File: src/rtl/wdt_pkg.sv
`default_nettype none

package wdt_pkg;

    // AXI field widths
    localparam int unsigned ADDR_BITS = 32;
    localparam int unsigned DATA_BITS = 32;
    localparam int unsigned STRB_BITS = 4;
    localparam int unsigned ID_BITS   = 8;
    localparam int unsigned LEN_BITS  = 4;

    // Response codes
    localparam logic [1:0] RESP_OKAY   = 2'b00;
    localparam logic [1:0] RESP_SLVERR = 2'b10;

    // Register offsets from the base address
    localparam logic [ADDR_BITS-1:0] OFFS_EN      = 32'h0000_0100;
    localparam logic [ADDR_BITS-1:0] OFFS_KICK    = 32'h0000_0200;
    localparam logic [ADDR_BITS-1:0] OFFS_TIMEOUT = 32'h0000_0300;

    // Register select, shared by write and read paths
    typedef enum logic [1:0] {
        REG_NONE,
        REG_EN,
        REG_KICK,
        REG_TIMEOUT
    } wdt_reg_e;

    // Map a bus address onto one of the watchdog registers
    function automatic wdt_reg_e decode_offset(
        input logic [ADDR_BITS-1:0] addr,
        input logic [ADDR_BITS-1:0] base
    );
        logic [ADDR_BITS-1:0] offs;
        offs = addr - base;
        case (offs)
            OFFS_EN:      return REG_EN;
            OFFS_KICK:    return REG_KICK;
            OFFS_TIMEOUT: return REG_TIMEOUT;
            default:      return REG_NONE;
        endcase
    endfunction

endpackage

`default_nettype wire

File: src/rtl/wdt_axi_read.sv
`timescale 1ns/100ps
`default_nettype none

module wdt_axi_read #(
    parameter logic [wdt_pkg::ADDR_BITS-1:0] BASE_ADDR = 32'h1001_0000
) (
    input  logic                           ACLK,
    input  logic                           ARESETn,
    input  logic [wdt_pkg::ID_BITS-1:0]    arid,
    input  logic [wdt_pkg::ADDR_BITS-1:0]  araddr,
    input  logic [wdt_pkg::LEN_BITS-1:0]   arlen,
    input  logic                           arvalid,
    output logic                           arready,
    output logic [wdt_pkg::ID_BITS-1:0]    rid,
    output logic [wdt_pkg::DATA_BITS-1:0]  rdata,
    output logic [1:0]                     rresp,
    output logic                           rlast,
    output logic                           rvalid,
    input  logic                           rready,
    input  logic                           en,
    input  logic [wdt_pkg::DATA_BITS-1:0]  timeout
);

    typedef enum logic {
        RD_IDLE,
        RD_DATA
    } rd_state_e;

    rd_state_e                      state_q;
    logic [wdt_pkg::ID_BITS-1:0]    id_q;
    logic [wdt_pkg::ADDR_BITS-1:0]  addr_q;
    logic [wdt_pkg::LEN_BITS-1:0]   len_q;
    logic [wdt_pkg::LEN_BITS-1:0]   beat_q;
    wdt_pkg::wdt_reg_e              sel;
    logic                           ar_hs;
    logic                           r_hs;

    assign arready = (state_q == RD_IDLE);
    assign rvalid  = (state_q == RD_DATA);
    assign rlast   = rvalid && (beat_q == len_q);
    assign rid     = id_q;

    assign ar_hs = arvalid && arready;
    assign r_hs  = rvalid && rready;

    // Register readback; kick is write-only
    assign sel = wdt_pkg::decode_offset(addr_q, BASE_ADDR);

    always_comb begin
        case (sel)
            wdt_pkg::REG_EN:      rdata = {{(wdt_pkg::DATA_BITS-1){1'b0}}, en};
            wdt_pkg::REG_TIMEOUT: rdata = timeout;
            default:              rdata = '0;
        endcase
    end

    assign rresp = (sel == wdt_pkg::REG_NONE) ? wdt_pkg::RESP_SLVERR : wdt_pkg::RESP_OKAY;

    always_ff @(posedge ACLK) begin
        if (!ARESETn) begin
            state_q <= RD_IDLE;
            beat_q  <= '0;
        end else if (ar_hs) begin
            state_q <= RD_DATA;
            beat_q  <= '0;
        end else if (r_hs) begin
            beat_q <= beat_q + 1'b1;
            if (rlast) state_q <= RD_IDLE;
        end
    end

    always_ff @(posedge ACLK) begin
        if (ar_hs) begin
            id_q   <= arid;
            addr_q <= araddr;
            len_q  <= arlen;
        end else if (r_hs) begin
            addr_q <= addr_q + 32'd4;
        end
    end

endmodule

`default_nettype wire

File: src/rtl/wdt_axi_write.sv
`timescale 1ns/100ps
`default_nettype none

module wdt_axi_write #(
    parameter logic [wdt_pkg::ADDR_BITS-1:0] BASE_ADDR = 32'h1001_0000
) (
    input  logic                           ACLK,
    input  logic                           ARESETn,
    input  logic [wdt_pkg::ID_BITS-1:0]    awid,
    input  logic [wdt_pkg::ADDR_BITS-1:0]  awaddr,
    input  logic [wdt_pkg::LEN_BITS-1:0]   awlen,
    input  logic                           awvalid,
    output logic                           awready,
    input  logic [wdt_pkg::DATA_BITS-1:0]  wdata,
    input  logic [wdt_pkg::STRB_BITS-1:0]  wstrb,
    input  logic                           wlast,
    input  logic                           wvalid,
    output logic                           wready,
    output logic [wdt_pkg::ID_BITS-1:0]    bid,
    output logic [1:0]                     bresp,
    output logic                           bvalid,
    input  logic                           bready,
    output logic                           reg_we,
    output wdt_pkg::wdt_reg_e              reg_sel,
    output logic [wdt_pkg::DATA_BITS-1:0]  reg_wdata
);

    typedef enum logic [1:0] {
        WR_IDLE,
        WR_DATA,
        WR_RESP
    } wr_state_e;

    wr_state_e                      state_q;
    wr_state_e                      state_d;
    logic [wdt_pkg::ID_BITS-1:0]    id_q;
    logic [wdt_pkg::ADDR_BITS-1:0]  addr_q;
    logic [wdt_pkg::LEN_BITS-1:0]   len_q;
    logic [wdt_pkg::LEN_BITS-1:0]   beat_q;
    logic                           err_q;
    logic                           aw_hs;
    logic                           w_hs;
    logic                           last_beat;

    assign awready = (state_q == WR_IDLE);
    assign wready  = (state_q == WR_DATA);
    assign bvalid  = (state_q == WR_RESP);

    assign aw_hs = awvalid && awready;
    assign w_hs  = wvalid && wready;

    // WLAST closes the burst; the length is a backstop
    assign last_beat = wlast || (beat_q == len_q);

    // Current beat decode drives the timer strobe
    assign reg_sel   = wdt_pkg::decode_offset(addr_q, BASE_ADDR);
    assign reg_we    = w_hs && (|wstrb) && (reg_sel != wdt_pkg::REG_NONE);
    assign reg_wdata = wdata;

    assign bid   = id_q;
    assign bresp = err_q ? wdt_pkg::RESP_SLVERR : wdt_pkg::RESP_OKAY;

    always_comb begin
        state_d = state_q;
        case (state_q)
            WR_IDLE: if (aw_hs) state_d = WR_DATA;
            WR_DATA: if (w_hs && last_beat) state_d = WR_RESP;
            WR_RESP: if (bready) state_d = WR_IDLE;
            default: state_d = WR_IDLE;
        endcase
    end

    always_ff @(posedge ACLK) begin
        if (!ARESETn) begin
            state_q <= WR_IDLE;
            beat_q  <= '0;
            err_q   <= 1'b0;
        end else begin
            state_q <= state_d;
            if (aw_hs) begin
                beat_q <= '0;
                err_q  <= 1'b0;
            end else if (w_hs) begin
                beat_q <= beat_q + 1'b1;
                // Any unmapped beat fails the whole burst
                if (reg_sel == wdt_pkg::REG_NONE) begin
                    err_q <= 1'b1;
                end
            end
        end
    end

    // Request payload, stepped one word per beat
    always_ff @(posedge ACLK) begin
        if (aw_hs) begin
            id_q   <= awid;
            addr_q <= awaddr;
            len_q  <= awlen;
        end else if (w_hs) begin
            addr_q <= addr_q + 32'd4;
        end
    end

endmodule

`default_nettype wire

File: src/rtl/wdt_subsystem.sv
`timescale 1ns/100ps
`default_nettype none

module wdt_subsystem #(
    parameter logic [wdt_pkg::ADDR_BITS-1:0] BASE_ADDR = 32'h1001_0000
) (
    input  logic                           ACLK,
    input  logic                           ARESETn,
    input  logic [wdt_pkg::ID_BITS-1:0]    awid,
    input  logic [wdt_pkg::ADDR_BITS-1:0]  awaddr,
    input  logic [wdt_pkg::LEN_BITS-1:0]   awlen,
    input  logic                           awvalid,
    output logic                           awready,
    input  logic [wdt_pkg::DATA_BITS-1:0]  wdata,
    input  logic [wdt_pkg::STRB_BITS-1:0]  wstrb,
    input  logic                           wlast,
    input  logic                           wvalid,
    output logic                           wready,
    output logic [wdt_pkg::ID_BITS-1:0]    bid,
    output logic [1:0]                     bresp,
    output logic                           bvalid,
    input  logic                           bready,
    input  logic [wdt_pkg::ID_BITS-1:0]    arid,
    input  logic [wdt_pkg::ADDR_BITS-1:0]  araddr,
    input  logic [wdt_pkg::LEN_BITS-1:0]   arlen,
    input  logic                           arvalid,
    output logic                           arready,
    output logic [wdt_pkg::ID_BITS-1:0]    rid,
    output logic [wdt_pkg::DATA_BITS-1:0]  rdata,
    output logic [1:0]                     rresp,
    output logic                           rlast,
    output logic                           rvalid,
    input  logic                           rready,
    output logic                           wto
);

    logic                           reg_we;
    wdt_pkg::wdt_reg_e              reg_sel;
    logic [wdt_pkg::DATA_BITS-1:0]  reg_wdata;
    logic                           en;
    logic [wdt_pkg::DATA_BITS-1:0]  timeout;

    // Write channels feed register strobes to the timer
    wdt_axi_write #(
        .BASE_ADDR (BASE_ADDR)
    ) i_write (
        .ACLK      (ACLK),
        .ARESETn   (ARESETn),
        .awid      (awid),
        .awaddr    (awaddr),
        .awlen     (awlen),
        .awvalid   (awvalid),
        .awready   (awready),
        .wdata     (wdata),
        .wstrb     (wstrb),
        .wlast     (wlast),
        .wvalid    (wvalid),
        .wready    (wready),
        .bid       (bid),
        .bresp     (bresp),
        .bvalid    (bvalid),
        .bready    (bready),
        .reg_we    (reg_we),
        .reg_sel   (reg_sel),
        .reg_wdata (reg_wdata)
    );

    // Read channels see the live register values
    wdt_axi_read #(
        .BASE_ADDR (BASE_ADDR)
    ) i_read (
        .ACLK    (ACLK),
        .ARESETn (ARESETn),
        .arid    (arid),
        .araddr  (araddr),
        .arlen   (arlen),
        .arvalid (arvalid),
        .arready (arready),
        .rid     (rid),
        .rdata   (rdata),
        .rresp   (rresp),
        .rlast   (rlast),
        .rvalid  (rvalid),
        .rready  (rready),
        .en      (en),
        .timeout (timeout)
    );

    wdt_timer i_timer (
        .ACLK      (ACLK),
        .ARESETn   (ARESETn),
        .reg_we    (reg_we),
        .reg_sel   (reg_sel),
        .reg_wdata (reg_wdata),
        .en        (en),
        .timeout   (timeout),
        .wto       (wto)
    );

endmodule

`default_nettype wire

File: src/rtl/wdt_timer.sv
`timescale 1ns/100ps
`default_nettype none

module wdt_timer (
    input  logic                           ACLK,
    input  logic                           ARESETn,
    input  logic                           reg_we,
    input  wdt_pkg::wdt_reg_e              reg_sel,
    input  logic [wdt_pkg::DATA_BITS-1:0]  reg_wdata,
    output logic                           en,
    output logic [wdt_pkg::DATA_BITS-1:0]  timeout,
    output logic                           wto
);

    logic                           en_q;
    logic [wdt_pkg::DATA_BITS-1:0]  timeout_q;
    logic [wdt_pkg::DATA_BITS-1:0]  count_q;
    logic                           expired;

    assign en      = en_q;
    assign timeout = timeout_q;

    assign expired = (count_q == timeout_q);
    assign wto     = en_q && expired;

    // Software-visible registers
    always_ff @(posedge ACLK) begin
        if (!ARESETn) begin
            en_q      <= 1'b0;
            timeout_q <= '0;
        end else if (reg_we) begin
            case (reg_sel)
                wdt_pkg::REG_EN:      en_q      <= reg_wdata[0];
                wdt_pkg::REG_TIMEOUT: timeout_q <= reg_wdata;
                default:              ;
            endcase
        end
    end

    // Any register write restarts the count, kick included
    always_ff @(posedge ACLK) begin
        if (!ARESETn) begin
            count_q <= '0;
        end else if (reg_we || !en_q) begin
            count_q <= '0;
        end else if (!expired) begin
            count_q <= count_q + 1'b1;
        end
    end

endmodule

`default_nettype wire

File: config.mk
export PLATFORM = sky130hd
export DESIGN_NAME = wdt_subsystem
export DESIGN_NICKNAME = d
export VERILOG_FILES = /design/src/rtl/wdt_pkg.sv /design/src/rtl/wdt_axi_read.sv /design/src/rtl/wdt_axi_write.sv /design/src/rtl/wdt_subsystem.sv /design/src/rtl/wdt_timer.sv
export SDC_FILE = /design/constraint.sdc
export NUM_CORES = 1
export LEC_CHECK = 0
export BUFFER_PORTS_ARGS = -buffer_cell sky130_fd_sc_hd__buf_2
export CORE_UTILIZATION = 45
export DETAILED_ROUTE_END_ITERATION = 12
export GPL_TIMING_DRIVEN = 1
export PLACE_DENSITY_LB_ADDON = 0.25
export RECOVER_POWER = 100
export SETUP_SLACK_MARGIN = 0.5
export SLEW_MARGIN = 15
export SYNTH_ARGS = -nofsm -noshare
export SYNTH_HDL_FRONTEND = slang
export SYNTH_HIERARCHICAL = 1
export SYNTH_SLANG_ARGS = --single-unit
export TNS_END_PERCENT = 100
File: constraint.sdc
create_clock -name ACLK -period 3.49 [get_ports ACLK]
set_input_delay 0.5235 -clock ACLK [delete_from_list [all_inputs] [get_ports ACLK]]
set_output_delay 0.5235 -clock ACLK [all_outputs]
set_load 0.03 [all_outputs]
Word-level counts from Yosys, hierarchy flattened
Index checks and enable logic that the tools add are counted.
Widths: inputs -> output; s select.
- bitwise logic cells: 2
- equality and inequality tests: 18
- muxes and demuxes: 16
- add/sub/neg operators: 7
- reductions and logical operators: 28
- operators by type and width (kind ; number):
    $eq 32x10->1 const B ; 4
    $mux 32 ; 4
    $add 32x3->32 const B ; 2
    $eq 32x9->1 const B ; 2
    $pmux 32 s2 ; 1
    $sub 32x29->32 const B ; 2
    $add 32x1->32 const B ; 1
    $eq 32x32->1 ; 1
    $pmux 2 s3 ; 3
    $mux 2 ; 5
    $logic_and 1x1->1 ; 9
    $add 4x1->4 const B ; 2
    $eq 4x4->1 ; 2
    $reduce_and 2->1 ; 4
    $reduce_bool 2->1 ; 4
    $eq 2x1->1 const B ; 3
    $eq 2x2->1 const B ; 3
    $logic_not 2->1 ; 3
    $reduce_or 2->1 ; 3
    $ne 2x2->1 const B ; 2
    $reduce_or 4->1 ; 1
    $mux 1 ; 3
    $reduce_and 3->1 ; 1
    $logic_or 1x1->1 ; 2
    3 further kinds ; 4
- register bits: 165
- input port bits: 132
- word-level logic and storage cells: 85

Depth between registers and ports, before layout
- depth after elaboration: 7
- depth in mapped cells: 11
- gate-level depth less buffers: 10

Cells and area by module
Netlist, hierarchy kept.
- modules (own cells, without submodules) (module ; cells each ; seq. area each (sq um) ; area an instance (sq um) ; times used):
    wdt_timer ; 377 ; 1301.2 ; 3178.0 ; 1
    wdt_axi_write ; 301 ; 1461.4 ; 2990.4 ; 1
    wdt_axi_read ; 300 ; 1421.4 ; 2896.5 ; 1

Worst setup path after synthesis
No wires, ideal clock.
- kind: register to output
- from: register i_timer/count_q[10] in the netlist's numbering
- to: output port wto
- stages on the path, launching flop included: 9
- data arrival time: 1.891 ns
- buffers on the path: 3
- path slack: 1.075 ns
- required time: 2.967 ns
- path through: dfxtp_1 buf_2 xor2_1 nor4_2 nand4_2 nor2_4 buf_4 buf_6 and2_1
- cells in the longest elaborated chain, start to end: 2
- RTL lines (element ; RTL line ; RTL):
    start, declared ; wdt_timer.sv:17 ; logic [wdt_pkg::DATA_BITS-1:0] count_q;
    start signal, assigned ; wdt_timer.sv:47 ; count_q <= count_q + 1'b1;
    $eq 32x32->1 ; wdt_timer.sv:23 ; assign expired = (count_q == timeout_q);
    $logic_and 1x1->1 ; wdt_timer.sv:24 ; assign wto = en_q && expired;
    end, declared ; wdt_subsystem.sv:34 ; output logic wto
No other way between the ends.

Worst setup path after layout
- from: register i_read/addr_q[17] in the netlist's numbering
- to: output port rdata[28] in the netlist's numbering
- cells in the longest elaborated chain, start to end: 5
- elaborated cells between the ends (all ways): 8
- classes of those cells: add/sub: 1; eq/ne: 5; mux: 2
- RTL lines (element ; RTL line ; RTL):
    start, declared ; wdt_axi_read.sv:31 ; logic [wdt_pkg::ADDR_BITS-1:0] addr_q;
    start signal, assigned ; wdt_axi_read.sv:75 ; addr_q <= araddr;
    start signal, assigned ; wdt_axi_read.sv:78 ; addr_q <= addr_q + 32'd4;
    $sub 32x29->32 (*) ; wdt_pkg.sv:35 ; offs = addr - base;
    $eq 32x10->1 / $eq 32x9->1 (equally long branches) ; wdt_pkg.sv:36 ; case (offs)
    $pmux 2 s3 (*) ; wdt_pkg.sv:36 ;
    $eq 2x2->1 / $eq 2x1->1 (equally long branches) ; wdt_axi_read.sv:50 ; case (sel)
    $pmux 32 s2 (*) ; wdt_axi_read.sv:50 ;
    end, declared ; wdt_subsystem.sv:29 ; output logic [wdt_pkg::DATA_BITS-1:0] rdata,
Mark *: on every way between the ends. The rest lies on a longest branch, timed or not.

==> impl_metrics.ini <==
[status]
status = finished with violations
violations = capacitance limit, slew limit

[finish]
multiInputGateArea_um2 = 4390
final_area_um2 = 10600
fillCellCount = 1859
final_net_count = 1271
drive_above_1_share_pct = 18.5
syn2layout_area_growth_pct = 16.5
stdcell_count = 1412
regArea_um2 = 4180

[sta]
hold_violations = 0
fin_tns_setup_ps = 0
skew_ps = 13.9
timing.final.ws_setup_ps = 376
finalCritPeriodShare_pct = 89.2
setup_viol = 0
final_max_slew_viol_count = 36
worst_slew_pin_slew_ps = 1520
max_slew_margin_pct = -1.02
rsz0062_at_grt = yes
period_minus_slack_ps = 3110
max_freq_ghz = 0.321

[power_and_ir_drop]
p_switching_mw = 1.22
total_power_mw = 4.54
ir_drop_mv = 0.337
combinationalPowerShare_pct = 9.8
leakage_nw = 3.91
power_frac_clock_pct = 38.6
p_sw_share_pct = 26.8
internal_power_mw = 3.32
p_seq_share_pct = 51.6
p_per_area_nw_per_um2 = 429

[setup_path]
worstPathRequired_ps = 2970
rr_worst_depth = 4
cp-end-kind = output port
critical_path.endpoint = rdata[28]
r2r_end = i_write/addr_q[8]
critical_path_arrival_ps = 2590
rr_startpoint = i_write/state_q[0]
path_class = reg -> out
crit_start = i_read/addr_q[17]
rrSetupSlack_ps = 670
startpoint_type = register
crit_fanout = 8

[floorplan]
dieArea_um2 = 20700
num_io_pins = 191
rows = 51
core_um2 = 19600
fp.dieW_um = 144
start_util_pct = 46.3
die_y_um = 144

[clock_network]
cts_hold_buf = 0
clock-root-buffer = clkbuf_16
clkLatencyLatePin_ps = 430
clk_pin_slew_ps = 80
htreeDepth = 4
ctsLongestPathBuffers = 2
cts.sinks = 165
tritoncts = yes
cts_buffers = 17

[synthesis]
synth_top_area_share_pct = 29.2
yosys-top-cells-area = edfxtp_1, dfxtp_1, nand2_1
synth-seq-cells = 165
synth_area_leader_cell = edfxtp_1
synth_ff_type = edfxtp_1
yosys_warnings = 6
synth-edff-count = 88
syn_inst = 978
synth.cell_area_um2 = 9060
syn-num-nets = 1117
async_reset_ff_share_pct = 0
avgSynthCellArea_um2 = 9.27
ys_seq_area_share_pct = 46.2
synth_cell_types = 65

[detailed_routing]
drc = 0
drt-vias-per-instance = 5.46
routed_wl_mm = 22.9
ant_nets = 0
first_pass_iters = 5
wl_per_cell_um = 16.2
drt_iter0_markers = 403
num_vias = 7710

[global_routing]
grt_pass1_vias = 6958
grt_pass1_wl_mm = 35.8
antenna_found_initial = 3
gr-usage-met3_pct = 4.10
grt-busiest-layer = met2
grtUsageMet1_pct = 30.1
use_met2_pct = 35.5
grt_max_degree = 47
grt_util_all_layers_pct = 22.2
overflow = 0

[place]
dp.cells = 1367
place_ws_ps = 842
hpwl_mm = 16.0
gp_congestion = 0.847
placed_cell_area_um2 = 9980
port_buffers = 188

[hold_path]
min_path_type = in -> reg

[flow_run]
max-cap-violations = 1
metrics by stage:
step	util, %	hold WS, ps
after floorplan	-	447
after global placement	50.9	470
after detailed placement	50.9	473
after CTS	53.9	261
after global routing	53.9	254
final	53.9	275
cell type report:
class | instances | area share [%]
Clock inverter | 14 | 0.983
Multi-Input combinational cell | 721 | 41.6
Antenna cell | 2 | 0.0474
Clock buffer | 18 | 4.16
Timing Repair Buffer | 212 | 9.97
Inverter | 15 | 0.533
Sequential cell | 165 | 39.6
Tap cell | 265 | 3.14
placed cells by master, fill, tap and decap left out, types with 4 or more instances in the layout:
master	instances
o21ai_0	63
ha_1	7
nand3_1	41
buf_2	133
nor2b_1	4
nor4_2	4
buf_4	13
clkbuf_1	58
xor2_1	57
clkbuf_16	17
nor4b_1	4
o31ai_1	17
clkinv_4	6
nand2_1	141
or4_1	23
edfxtp_1	88
and2_1	39
nor3_1	12
inv_1	15
nor2_1	56
a21boi_0	32
and3_1	8
or3_1	32
a31oi_1	30
and4_1	5
nor4_1	16
a21oi_1	30
dfxtp_1	77
xnor2_1	17
nand4_1	26
per-layer routing:
layer	vias up	wire, um	part of all wire, %
met5	-	11	0.048
met4	2	335	1.5
met3	27	1210	5.3
met2	235	10900	48
met1	3608	10400	46
li1	3838	-	-
cell families (layout without fill, tap and decap cells):
kind of cell | after synthesis | in the layout | synth area share [%]
buffers and inverters | 92 | 259 | 5.73
DFF | 165 | 165 | 46.2
other | 2 | 4 | 0.0828
adders and majority gates | 7 | 7 | 0.966
xor gates and xnor gates | 74 | 74 | 7.15
AOI/OAI and AO/OA | 192 | 192 | 12.9
and+or+nand+nor | 443 | 443 | 26.6
muxes | 3 | 3 | 0.345
cell usage after synthesis, types with 3 or more instances:
| master | instances |
|---|---|
| nand2_1 | 141 |
| edfxtp_1 | 88 |
| dfxtp_1 | 77 |
| o21ai_0 | 60 |
| xor2_1 | 57 |
| nor2_1 | 56 |
| and2_1 | 42 |
| nand3_1 | 40 |
| buf_4 | 37 |
| a21boi_0 | 32 |
| or3_1 | 32 |
| a21oi_1 | 30 |
| a31oi_1 | 30 |
| clkbuf_1 | 30 |
| nand4_1 | 25 |
| or4_1 | 21 |
| nor4_1 | 18 |
| o31ai_1 | 17 |
| xnor2_1 | 17 |
| inv_1 | 15 |
| nor3_1 | 12 |
| and3_1 | 8 |
| ha_1 | 7 |
| nor4b_1 | 7 |
| o21ai_1 | 6 |
| and4_1 | 5 |
| buf_2 | 4 |
| buf_6 | 4 |
| nor2b_1 | 4 |
| or4_4 | 4 |
| nor3_4 | 3 |
flip-flops by register name, indices dropped and copies added (netlist names):
name / cells
i_read/len_q: 4
i_write/len_q: 4
i_read/beat_q: 4
i_read/rvalid: 1
i_write/err_q: 1
i_write/beat_q: 4
i_read/rid: 8
i_write/bid: 8
i_timer/timeout: 32
i_write/addr_q: 32
i_write/state_q: 2
i_timer/count_q: 32
i_read/addr_q: 32
i_timer/en: 1
worst min path at each step:
stage                               end                 from  slack (ps)  depth (start not counted)
floorplan                 i_write/err_q        i_write/err_q         450                          2
global placement    i_timer/count_q[31]  i_timer/count_q[31]         470                          2
detailed placement  i_timer/count_q[31]  i_timer/count_q[31]         470                          2
CTS                      i_write/bid[7]              awid[7]         260                          1
global route             i_write/bid[7]              awid[7]         250                          1
finish                   i_write/bid[5]              awid[5]         270                          1
critical path, stage by stage (launching register included):
cell      delay (ps)
edfxtp_1         500
nor4b_2          340
nand4_1          170
nor3_1           360
buf_12           170
buf_4            160
and2_1           130
clkbuf_1         320
what timing repair did:
item	CTS	global route
endpoints found under the setup margin	31	32
cloned	1	2
pin swaps	1	3
setup buffers	0	8
gates resized for setup	7	18
power by group through the flow:
| stage | sequential, mW | combinational, mW | clock [mW] |
|---|---|---|---|
| after floorplan | 2.35 | 0.295 | 0 |
| after global placement | 2.37 | 0.438 | 0 |
| after detailed placement | 2.37 | 0.446 | 0 |
| after CTS | 2.33 | 0.449 | 1.78 |
| after global routing | 2.36 | 0.502 | 1.86 |
| final | 2.34 | 0.446 | 1.75 |
Note: power is estimated with default switching activity, not from simulation.
